==> config.mk <==
export PLATFORM = sky130hd
export DESIGN_NAME = axis_input_pipe
export DESIGN_NICKNAME = d
export VERILOG_FILES = /design/src/design/conv_in_pkg.sv /design/src/design/im_shifter.sv /design/src/design/weights_rotator.sv /design/src/design/conv_in_join.sv /design/src/design/axis_input_pipe.sv
export SDC_FILE = /design/constraint.sdc
export NUM_CORES = 1
export LEC_CHECK = 0
export CORE_UTILIZATION = 35
export DETAILED_ROUTE_END_ITERATION = 10
export DONT_BUFFER_PORTS = 1
export GPL_TIMING_DRIVEN = 0
export MAX_ROUTING_LAYER = met4
export PLACE_DENSITY = 0.59
export SLEW_MARGIN = 20
export SYNTH_ARGS = -nofsm -noshare
export SYNTH_HDL_FRONTEND = slang
export SYNTH_HIERARCHICAL = 1
export SYNTH_SLANG_ARGS = --single-unit
==> constraint.sdc <==
create_clock -name aclk -period 7.7 [get_ports aclk]
set_clock_uncertainty 0.2 [all_clocks]
set_input_delay 0.385 -clock aclk [delete_from_list [all_inputs] [get_ports aclk]]
set_output_delay 0.385 -clock aclk [all_outputs]
set_load 0.02 [all_outputs]
==> src/design/conv_in_pkg.sv <==
`default_nettype none

package conv_in_pkg;

  // Array sizes.
  localparam int word_width   = 8;
  localparam int units        = 2;
  localparam int kernel_h_max = 3;
  localparam int units_edges  = units + kernel_h_max - 1;  // Words in one input pixel beat.
  localparam int cores        = 2;
  localparam int kernel_w_max = 3;
  localparam int w_beat_words = cores * kernel_w_max;
  localparam int cin_max      = 8;
  localparam int w_depth      = kernel_h_max * cin_max;    // Rows held by the weight buffer.

  localparam int kh_bits     = 2;
  localparam int cin_bits    = 4;
  localparam int w_addr_bits = $clog2(w_depth);

  // Pixel header layout.
  localparam int im_hdr_kh_word   = 0;
  localparam int im_hdr_flag_word = 1;
  localparam int im_hdr_max_bit   = 0;
  localparam int im_hdr_lrelu_bit = 1;

  typedef logic [word_width-1:0] word_t;

  typedef word_t [units_edges-1:0]  pix_in_t;   // Word i sits at index i.
  typedef word_t [units-1:0]        pix_out_t;
  typedef word_t [w_beat_words-1:0] w_beat_t;

  typedef logic [kh_bits-1:0]     kh_t;
  typedef logic [cin_bits-1:0]    cin_t;
  typedef logic [w_addr_bits-1:0] w_addr_t;

  typedef struct packed {
    kh_t  kernel_h;
    logic is_max;
    logic is_lrelu;
  } im_cfg_t;

  typedef struct packed {
    logic is_max;
    logic is_lrelu;
    logic is_1x1;
    logic is_cin_last;
    kh_t  kh_idx;
  } conv_user_t;

  // Weight header beat, viewed over a full w_beat_t with word 0 at the bottom.
  typedef struct packed {
    word_t [w_beat_words-3:0] rsvd;
    word_t                    kernel_h;
    word_t                    cin;
  } w_hdr_t;

endpackage

`default_nettype wire

==> src/design/im_shifter.sv <==
`default_nettype none

module im_shifter #(
  parameter bit has_header = 1'b1
) (
  input  wire logic                 aclk,
  input  wire logic                 rst,
  input  wire logic                 s_tvalid,
  output logic                      s_tready,
  input  wire logic                 s_tlast,
  input  wire conv_in_pkg::pix_in_t s_tdata,
  input  wire conv_in_pkg::im_cfg_t cfg_in,
  output logic                      m_tvalid,
  input  wire logic                 m_tready,
  output conv_in_pkg::pix_out_t     m_tdata,
  output conv_in_pkg::kh_t          m_kh_idx,
  output logic                      m_last,
  output conv_in_pkg::im_cfg_t      cfg_out
);

  logic                 ready_en;
  logic                 arm_q;      // At an image boundary, before the first data beat.
  logic                 pending;    // Rows of the held beat still to be emitted.
  logic                 last_q;
  conv_in_pkg::pix_in_t beat_q;
  conv_in_pkg::kh_t     kh_q;       // Kernel height latched with the held beat.
  conv_in_pkg::kh_t     row_q;
  conv_in_pkg::im_cfg_t cfg_q;
  conv_in_pkg::kh_t     kh_live;
  logic                 out_free;
  logic                 s_fire;
  logic                 data_fire;
  logic                 load_next;
  logic                 final_row;

  // Picks the units-wide window for one kernel row, centred for smaller kernels.
  function automatic conv_in_pkg::pix_out_t window(input conv_in_pkg::pix_in_t beat,
                                                   input conv_in_pkg::kh_t     kh,
                                                   input conv_in_pkg::kh_t     row);
    conv_in_pkg::pix_out_t rows;
    int                    base;
    base = (conv_in_pkg::kernel_h_max - int'(kh)) / 2 + int'(row);
    for (int u = 0; u < conv_in_pkg::units; u++) begin
      rows[u] = beat[base + u];
    end
    return rows;
  endfunction

  assign kh_live   = has_header ? cfg_q.kernel_h : cfg_in.kernel_h;
  assign cfg_out   = cfg_q;
  assign out_free  = !m_tvalid || m_tready;
  assign final_row = (row_q == kh_q - 1'b1);
  assign load_next = pending && out_free;

  // A header is only taken once the last row of the previous image has left.
  assign s_tready  = ready_en && !pending &&
                     (arm_q ? (has_header && !m_tvalid) : out_free);
  assign s_fire    = s_tvalid && s_tready;
  assign data_fire = s_fire && !arm_q;

  always_ff @(posedge aclk) begin
    if (rst) begin
      ready_en <= 1'b0;
      arm_q    <= 1'b1;
      pending  <= 1'b0;
      m_tvalid <= 1'b0;
      row_q    <= '0;
      kh_q     <= '0;
      last_q   <= 1'b0;
      cfg_q    <= '0;
    end else begin
      ready_en <= 1'b1;
      if (data_fire) begin
        m_tvalid <= 1'b1;
        kh_q     <= kh_live;
        last_q   <= s_tlast;
        row_q    <= conv_in_pkg::kh_t'(1);
        pending  <= (kh_live != conv_in_pkg::kh_t'(1));
        arm_q    <= s_tlast && (kh_live == conv_in_pkg::kh_t'(1));
      end else if (load_next) begin
        m_tvalid <= 1'b1;
        row_q    <= row_q + 1'b1;
        if (final_row) begin
          pending <= 1'b0;
          arm_q   <= last_q;  // Re-arm after the final row of the image.
        end
      end else if (m_tready) begin
        m_tvalid <= 1'b0;
      end

      if (arm_q && has_header && s_fire) begin
        cfg_q.kernel_h <= s_tdata[conv_in_pkg::im_hdr_kh_word][conv_in_pkg::kh_bits-1:0];
        cfg_q.is_max   <= s_tdata[conv_in_pkg::im_hdr_flag_word][conv_in_pkg::im_hdr_max_bit];
        cfg_q.is_lrelu <= s_tdata[conv_in_pkg::im_hdr_flag_word][conv_in_pkg::im_hdr_lrelu_bit];
        arm_q          <= 1'b0;
      end else if (arm_q && !has_header && ready_en && !m_tvalid) begin
        arm_q <= 1'b0;  // One idle cycle lets the header of stream 1 settle.
      end
    end
  end

  always_ff @(posedge aclk) begin
    if (data_fire) begin
      beat_q   <= s_tdata;
      m_tdata  <= window(s_tdata, kh_live, '0);
      m_kh_idx <= '0;
      m_last   <= s_tlast && (kh_live == conv_in_pkg::kh_t'(1));
    end else if (load_next) begin
      m_tdata  <= window(beat_q, kh_q, row_q);
      m_kh_idx <= row_q;
      m_last   <= last_q && final_row;
    end
  end

  a_kernel_h_legal: assert property (@(posedge aclk) disable iff (rst)
    data_fire |-> (kh_live == conv_in_pkg::kh_t'(1) || kh_live == conv_in_pkg::kh_t'(3)));

endmodule

`default_nettype wire

==> src/design/weights_rotator.sv <==
`default_nettype none

module weights_rotator (
  input  wire logic                 aclk,
  input  wire logic                 rst,
  input  wire logic                 s_tvalid,
  output logic                      s_tready,
  input  wire logic                 s_tlast,
  input  wire conv_in_pkg::w_beat_t s_tdata,
  output logic                      m_tvalid,
  input  wire logic                 m_tready,
  output conv_in_pkg::w_beat_t      m_tdata,
  output conv_in_pkg::kh_t          m_kh_idx,
  output logic                      m_is_cin_last,
  input  wire logic                 image_done
);

  typedef enum logic [1:0] {
    hdr,
    load,
    replay
  } rot_state_t;

  rot_state_t           state;
  logic                 ready_en;
  conv_in_pkg::w_beat_t mem [conv_in_pkg::w_depth];
  conv_in_pkg::cin_t    cin_q;
  conv_in_pkg::kh_t     kh_q;
  conv_in_pkg::w_addr_t last_addr;
  conv_in_pkg::w_addr_t wr_addr;
  conv_in_pkg::w_addr_t rd_addr;
  conv_in_pkg::cin_t    c_q;      // Channel of the next replayed row.
  conv_in_pkg::kh_t     r_q;      // Kernel row of the next replayed row.
  conv_in_pkg::w_hdr_t  hdr_view;
  conv_in_pkg::cin_t    hdr_cin;
  conv_in_pkg::kh_t     hdr_kh;
  conv_in_pkg::w_addr_t hdr_total;
  logic                 s_fire;
  logic                 rd_en;
  logic                 row_wrap;
  logic                 cin_wrap;

  assign hdr_view  = s_tdata;
  assign hdr_cin   = hdr_view.cin[conv_in_pkg::cin_bits-1:0];
  assign hdr_kh    = hdr_view.kernel_h[conv_in_pkg::kh_bits-1:0];
  assign hdr_total = conv_in_pkg::w_addr_t'(hdr_cin) * conv_in_pkg::w_addr_t'(hdr_kh);

  assign s_tready = ready_en && (state == hdr || state == load);
  assign s_fire   = s_tvalid && s_tready;
  assign rd_en    = (state == replay) && (!m_tvalid || m_tready) && !image_done;
  assign row_wrap = (r_q == kh_q - 1'b1);
  assign cin_wrap = (c_q == cin_q - 1'b1);

  always_ff @(posedge aclk) begin
    if (rst) begin
      state     <= hdr;
      ready_en  <= 1'b0;
      cin_q     <= '0;
      kh_q      <= '0;
      last_addr <= '0;
      wr_addr   <= '0;
      rd_addr   <= '0;
      c_q       <= '0;
      r_q       <= '0;
      m_tvalid  <= 1'b0;
    end else begin
      ready_en <= 1'b1;
      if (image_done) begin
        state    <= hdr;   // Stored rows are released at the end of the image.
        m_tvalid <= 1'b0;
      end else begin
        case (state)
          hdr: begin
            if (s_fire) begin
              cin_q     <= hdr_cin;
              kh_q      <= hdr_kh;
              last_addr <= hdr_total - 1'b1;
              wr_addr   <= '0;
              state     <= load;
            end
          end
          load: begin
            if (s_fire) begin
              wr_addr <= wr_addr + 1'b1;
              if (wr_addr == last_addr) begin
                rd_addr <= '0;
                c_q     <= '0;
                r_q     <= '0;
                state   <= replay;
              end
            end
          end
          replay: begin
            if (rd_en) begin
              m_tvalid <= 1'b1;
              if (row_wrap) begin
                r_q <= '0;
                if (cin_wrap) begin
                  c_q     <= '0;
                  rd_addr <= '0;
                end else begin
                  c_q     <= c_q + 1'b1;
                  rd_addr <= rd_addr + 1'b1;
                end
              end else begin
                r_q     <= r_q + 1'b1;
                rd_addr <= rd_addr + 1'b1;
              end
            end
          end
          default: state <= hdr;
        endcase
      end
    end
  end

  // Rows are stored in arrival order, so the replay address is c * kernel_h + r.
  always_ff @(posedge aclk) begin
    if (state == load && s_fire) begin
      mem[wr_addr] <= s_tdata;
    end
    if (rd_en) begin
      m_tdata       <= mem[rd_addr];
      m_kh_idx      <= r_q;
      m_is_cin_last <= cin_wrap;
    end
  end

  a_tlast_on_last_row: assert property (@(posedge aclk) disable iff (rst)
    (state == load && s_fire) |-> (s_tlast == (wr_addr == last_addr)));

  a_cin_in_range: assert property (@(posedge aclk) disable iff (rst)
    (state == hdr && s_fire) |-> (hdr_view.cin != '0 && hdr_view.cin <= conv_in_pkg::cin_max));

endmodule

`default_nettype wire

==> src/design/conv_in_join.sv <==
`default_nettype none

module conv_in_join (
  input  wire logic                  aclk,
  input  wire logic                  rst,
  input  wire logic                  s1_tvalid,
  output logic                       s1_tready,
  input  wire conv_in_pkg::pix_out_t s1_tdata,
  input  wire conv_in_pkg::kh_t      s1_kh_idx,
  input  wire logic                  s1_last,
  input  wire logic                  s2_tvalid,
  output logic                       s2_tready,
  input  wire conv_in_pkg::pix_out_t s2_tdata,
  input  wire conv_in_pkg::kh_t      s2_kh_idx,
  input  wire logic                  w_tvalid,
  output logic                       w_tready,
  input  wire conv_in_pkg::w_beat_t  w_tdata,
  input  wire conv_in_pkg::kh_t      w_kh_idx,
  input  wire logic                  w_is_cin_last,
  input  wire conv_in_pkg::im_cfg_t  im_cfg,
  output logic                       m_tvalid,
  input  wire logic                  m_tready,
  output logic                       m_tlast,
  output conv_in_pkg::pix_out_t      m_pix1,
  output conv_in_pkg::pix_out_t      m_pix2,
  output conv_in_pkg::w_beat_t       m_weights,
  output conv_in_pkg::conv_user_t    m_tuser,
  output logic                       image_done
);

  logic                    all_valid;
  logic                    reg_free;
  logic                    take;
  conv_in_pkg::conv_user_t user_d;

  assign all_valid = s1_tvalid && s2_tvalid && w_tvalid;

  // The last beat of an image must leave before the next one is joined.
  assign reg_free  = !m_tvalid || (m_tready && !m_tlast);
  assign take      = all_valid && reg_free;

  assign s1_tready  = take;
  assign s2_tready  = take;
  assign w_tready   = take;
  assign image_done = m_tvalid && m_tready && m_tlast;

  always_comb begin
    user_d.is_max      = im_cfg.is_max;
    user_d.is_lrelu    = im_cfg.is_lrelu;
    user_d.is_1x1      = (im_cfg.kernel_h == conv_in_pkg::kh_t'(1));
    user_d.is_cin_last = w_is_cin_last;
    user_d.kh_idx      = w_kh_idx;
  end

  always_ff @(posedge aclk) begin
    if (rst) begin
      m_tvalid <= 1'b0;
    end else if (take) begin
      m_tvalid <= 1'b1;
    end else if (m_tready) begin
      m_tvalid <= 1'b0;
    end
  end

  always_ff @(posedge aclk) begin
    if (take) begin
      m_pix1    <= s1_tdata;
      m_pix2    <= s2_tdata;
      m_weights <= w_tdata;
      m_tuser   <= user_d;
      m_tlast   <= s1_last;
    end
  end

  a_rows_aligned: assert property (@(posedge aclk) disable iff (rst)
    take |-> (s1_kh_idx == s2_kh_idx && s1_kh_idx == w_kh_idx));

endmodule

`default_nettype wire

==> src/design/axis_input_pipe.sv <==
`default_nettype none

module axis_input_pipe (
  input  wire logic                  aclk,
  input  wire logic                  rst,
  input  wire logic                  s_pix1_tvalid,
  output logic                       s_pix1_tready,
  input  wire logic                  s_pix1_tlast,
  input  wire conv_in_pkg::pix_in_t  s_pix1_tdata,
  input  wire logic                  s_pix2_tvalid,
  output logic                       s_pix2_tready,
  input  wire logic                  s_pix2_tlast,
  input  wire conv_in_pkg::pix_in_t  s_pix2_tdata,
  input  wire logic                  s_w_tvalid,
  output logic                       s_w_tready,
  input  wire logic                  s_w_tlast,
  input  wire conv_in_pkg::w_beat_t  s_w_tdata,
  output logic                       m_out_tvalid,
  input  wire logic                  m_out_tready,
  output logic                       m_out_tlast,
  output conv_in_pkg::pix_out_t      m_out_pix1,
  output conv_in_pkg::pix_out_t      m_out_pix2,
  output conv_in_pkg::w_beat_t       m_out_weights,
  output conv_in_pkg::conv_user_t    m_out_tuser
);

  logic                  row1_tvalid;
  logic                  row1_tready;
  conv_in_pkg::pix_out_t row1_tdata;
  conv_in_pkg::kh_t      row1_kh_idx;
  logic                  row1_last;
  logic                  row2_tvalid;
  logic                  row2_tready;
  conv_in_pkg::pix_out_t row2_tdata;
  conv_in_pkg::kh_t      row2_kh_idx;
  logic                  rot_tvalid;
  logic                  rot_tready;
  conv_in_pkg::w_beat_t  rot_tdata;
  conv_in_pkg::kh_t      rot_kh_idx;
  logic                  rot_is_cin_last;
  conv_in_pkg::im_cfg_t  im_cfg;
  logic                  image_done;

  im_shifter #(.has_header(1'b1)) im_shift1 (
    .aclk(aclk), .rst(rst),
    .s_tvalid(s_pix1_tvalid), .s_tready(s_pix1_tready), .s_tlast(s_pix1_tlast),
    .s_tdata(s_pix1_tdata), .cfg_in('0),
    .m_tvalid(row1_tvalid), .m_tready(row1_tready), .m_tdata(row1_tdata),
    .m_kh_idx(row1_kh_idx), .m_last(row1_last), .cfg_out(im_cfg)
  );

  im_shifter #(.has_header(1'b0)) im_shift2 (
    .aclk(aclk), .rst(rst),
    .s_tvalid(s_pix2_tvalid), .s_tready(s_pix2_tready), .s_tlast(s_pix2_tlast),
    .s_tdata(s_pix2_tdata), .cfg_in(im_cfg),
    .m_tvalid(row2_tvalid), .m_tready(row2_tready), .m_tdata(row2_tdata),
    .m_kh_idx(row2_kh_idx), .m_last(), .cfg_out()
  );

  weights_rotator w_rot (
    .aclk(aclk), .rst(rst),
    .s_tvalid(s_w_tvalid), .s_tready(s_w_tready), .s_tlast(s_w_tlast), .s_tdata(s_w_tdata),
    .m_tvalid(rot_tvalid), .m_tready(rot_tready), .m_tdata(rot_tdata),
    .m_kh_idx(rot_kh_idx), .m_is_cin_last(rot_is_cin_last), .image_done(image_done)
  );

  conv_in_join join0 (
    .aclk(aclk), .rst(rst),
    .s1_tvalid(row1_tvalid), .s1_tready(row1_tready), .s1_tdata(row1_tdata),
    .s1_kh_idx(row1_kh_idx), .s1_last(row1_last),
    .s2_tvalid(row2_tvalid), .s2_tready(row2_tready), .s2_tdata(row2_tdata),
    .s2_kh_idx(row2_kh_idx),
    .w_tvalid(rot_tvalid), .w_tready(rot_tready), .w_tdata(rot_tdata),
    .w_kh_idx(rot_kh_idx), .w_is_cin_last(rot_is_cin_last), .im_cfg(im_cfg),
    .m_tvalid(m_out_tvalid), .m_tready(m_out_tready), .m_tlast(m_out_tlast),
    .m_pix1(m_out_pix1), .m_pix2(m_out_pix2), .m_weights(m_out_weights),
    .m_tuser(m_out_tuser), .image_done(image_done)
  );

endmodule

`default_nettype wire

==> out/results.txt <==
Finished Layout Cells: 5028
Core area: 0.157 mm2
Layout cells sized above 1: 24.6%
Status: completed
Nets: 2990
First-pass GRT wire length: 190000 um
Crit path from: w_rot/rd_addr[1]
Hold depth: 1
Area of the mapped netlist: 0.0554 mm2
Vias per inst: 5.22
DP Cell Count: 4631
R2R depth: 6
Largest net degree at the start of global routing: 40
Via count: 26236
CTS Sinks: 1441
Crit path max fanout: 10
Max-cap violations: 0
RSZ-0062 raised after global routing: false
CP Data Arrival Time: 3.79 ns
Clock tree buffer depth: 3
Htree depth: 4
Worst skew pair latency: 0.77 ns
Slew headroom: 26.1%
Leak: 0.0201 uW
Max VDD drop: 0.232 mV
Clock-pin slew on the worst setup and hold paths: 0.06 ns
WHS: 0.0659 ns
Half-perimeter wire length after placement: 86300 um
Worst slew pin tran: 1.11 ns
CP Class: flop to flop
Initial Utilization: 35.4%
Hold Crit Class: primary input to flop
CTS root buf: clkbuf_16
TNS Setup: 0 ns
Worst r2r dst: w_rot/m_tdata[47]
Gpl congestion: 0.770
Die Wd: 400 um
Final wirelength: 132000 um
Endpoint class of the critical path: flop
Vias in the first global route: 26672
Yosys warns: 6
Reg2Reg Launch Point: w_rot/rd_addr[1]
Buffers added on ports: 0
Startpoint class of the critical path: flop
Setup violators final: 0
Post-Syn Nets: 2640
Synthesized instance count: 2499
Period utilisation layout: 45.4%
Power per cell area: 261 mW/mm2
Die height: 400 um
DIE AREA: 0.160 mm2
Tot GR Track Use: 17.1%
Worst R2R Setup Slack: 4.21 ns
CP Data Required Time: 7.99 ns
Critical Path End: w_rot/m_tdata[47]
TritonRoute pass-1 iters: 5
DRC: 0
Max-slew violations: 0
Final min period: 3.49 ns
Antenna violations before repair: 13
Area growth syn-to-layout: 18.9%
Avg Cell Area, Syn: 22.2 um2
Final hold vios: 0
WL per Instance: 26.2 um
Total CTS buffers: 145
Hold path startpoint: s_pix1_tdata[26]
Num rows: 145
Iter 0 DRT Violations: 2497
Post-route ant nets: 0
Grt ovf: 0
Fillers: 13518
Num ports: 212
CTS tree: yes
FMAX: 286 MHz
worst min path at each step:
stage / endpoint / slack, ns
after floorplan: join0/m_pix1[0] / 0.20
after global placement: join0/m_weights[33] / 0.20
after detailed placement: join0/m_pix1[0] / 0.20
after CTS: im_shift1/beat_q[29] / 0.0003
after global routing: im_shift1/beat_q[26] / 0.03
final: im_shift1/beat_q[26] / 0.07
area by class of cell:
class / count / area, um2 / share of cell area [%]
Multi-Input combinational cell: 908 / 12000 / 18.3
Clock inverter: 81 / 862 / 1.31
Tap cell: 2058 / 2570 / 3.91
Buffer: 126 / 759 / 1.15
Inverter: 24 / 91.3 / 0.139
Timing Repair Buffer: 203 / 2980 / 4.52
Clock buffer: 180 / 3810 / 5.79
Sequential cell: 1441 / 42700 / 64.9
Antenna cell: 7 / 17.5 / 0.0266
layer usage:
metal  GRT usage [%]  vias up  wire [um]
li1                -    11165          -
met1            22.6    13989      55800
met2            27.1      911      64600
met3            3.25      171       8930
met4            4.22        0       2310
met5               -        -          0
metrics by stage:
step / setup WS, ns / power [uW] / utilization [%] / cell area (um2)
after detailed placement: 4.05 / 10300 / 38.2 / 59900
after CTS: 4.03 / 17400 / 42.0 / 65800
after global routing: 4.06 / 17800 / 42.0 / 65900
final: 4.21 / 17200 / 42.0 / 65900
after floorplan: 1.47 / 9930 / - / 55400
after global placement: -2.92 / 10300 / 37.0 / 58000
worst max-delay path, stage by stage, from the launching register on:
cell and delay (ns):
dfxtp_1 0.43, buf_2 0.29, buf_2 0.49, buf_1 0.87, mux4_2 0.37, mux2i_1 0.07
a21oi_1 0.48
power by group:
group	leakage, uW	switching, uW	internal (uW)	total (uW)
combinational	0.00496	780	690	1470
clock	0.00225	3010	3950	6960
sequential	0.0129	49.3	8740	8790
state kept, by name (all words and copies together), names as in the netlist, 4 cells and up:
| signal | count |
|---|---|
| im_shift1/beat_q | 32 |
| im_shift1/m_tdata | 16 |
| im_shift2/beat_q | 32 |
| im_shift2/m_tdata | 16 |
| join0/m_pix1 | 16 |
| join0/m_pix2 | 16 |
| join0/m_tuser | 6 |
| join0/m_weights | 48 |
| w_rot/c_q | 4 |
| w_rot/cin_q | 4 |
| w_rot/last_addr | 5 |
| w_rot/m_tdata | 48 |
| w_rot/mem | 1152 |
| w_rot/rd_addr | 5 |
| w_rot/wr_addr | 5 |
repair_timing:
action / CTS / global route
hold endpoints to repair: 1305 / 25
hold buffers: 128 / 1
resized for setup: 0 / 0
buffers inserted: 0 / 0
layout by cell type (no fill, tap or decap), drive strengths merged, types with 3 or more instances in the layout:
| cell | count |
|---|---|
| nand2b | 9 |
| edfxtp | 1387 |
| clkbuf | 224 |
| bufinv | 12 |
| a31oi | 6 |
| or3 | 3 |
| mux4 | 368 |
| o21ai | 45 |
| nor2b | 8 |
| a211oi | 4 |
| nor3 | 15 |
| nand2 | 85 |
| ha | 19 |
| dlygate4sd3 | 126 |
| nand3b | 4 |
| xnor2 | 13 |
| clkinvlp | 7 |
| xor2 | 14 |
| nand3 | 12 |
| diode | 7 |
| and3 | 3 |
| clkinv | 58 |
| inv | 28 |
| nand4 | 6 |
| dfxtp | 54 |
| mux2i | 89 |
| buf | 159 |
| nor2 | 93 |
| and2 | 4 |
| a21oi | 74 |
Note: power is estimated with default switching activity, not from simulation.
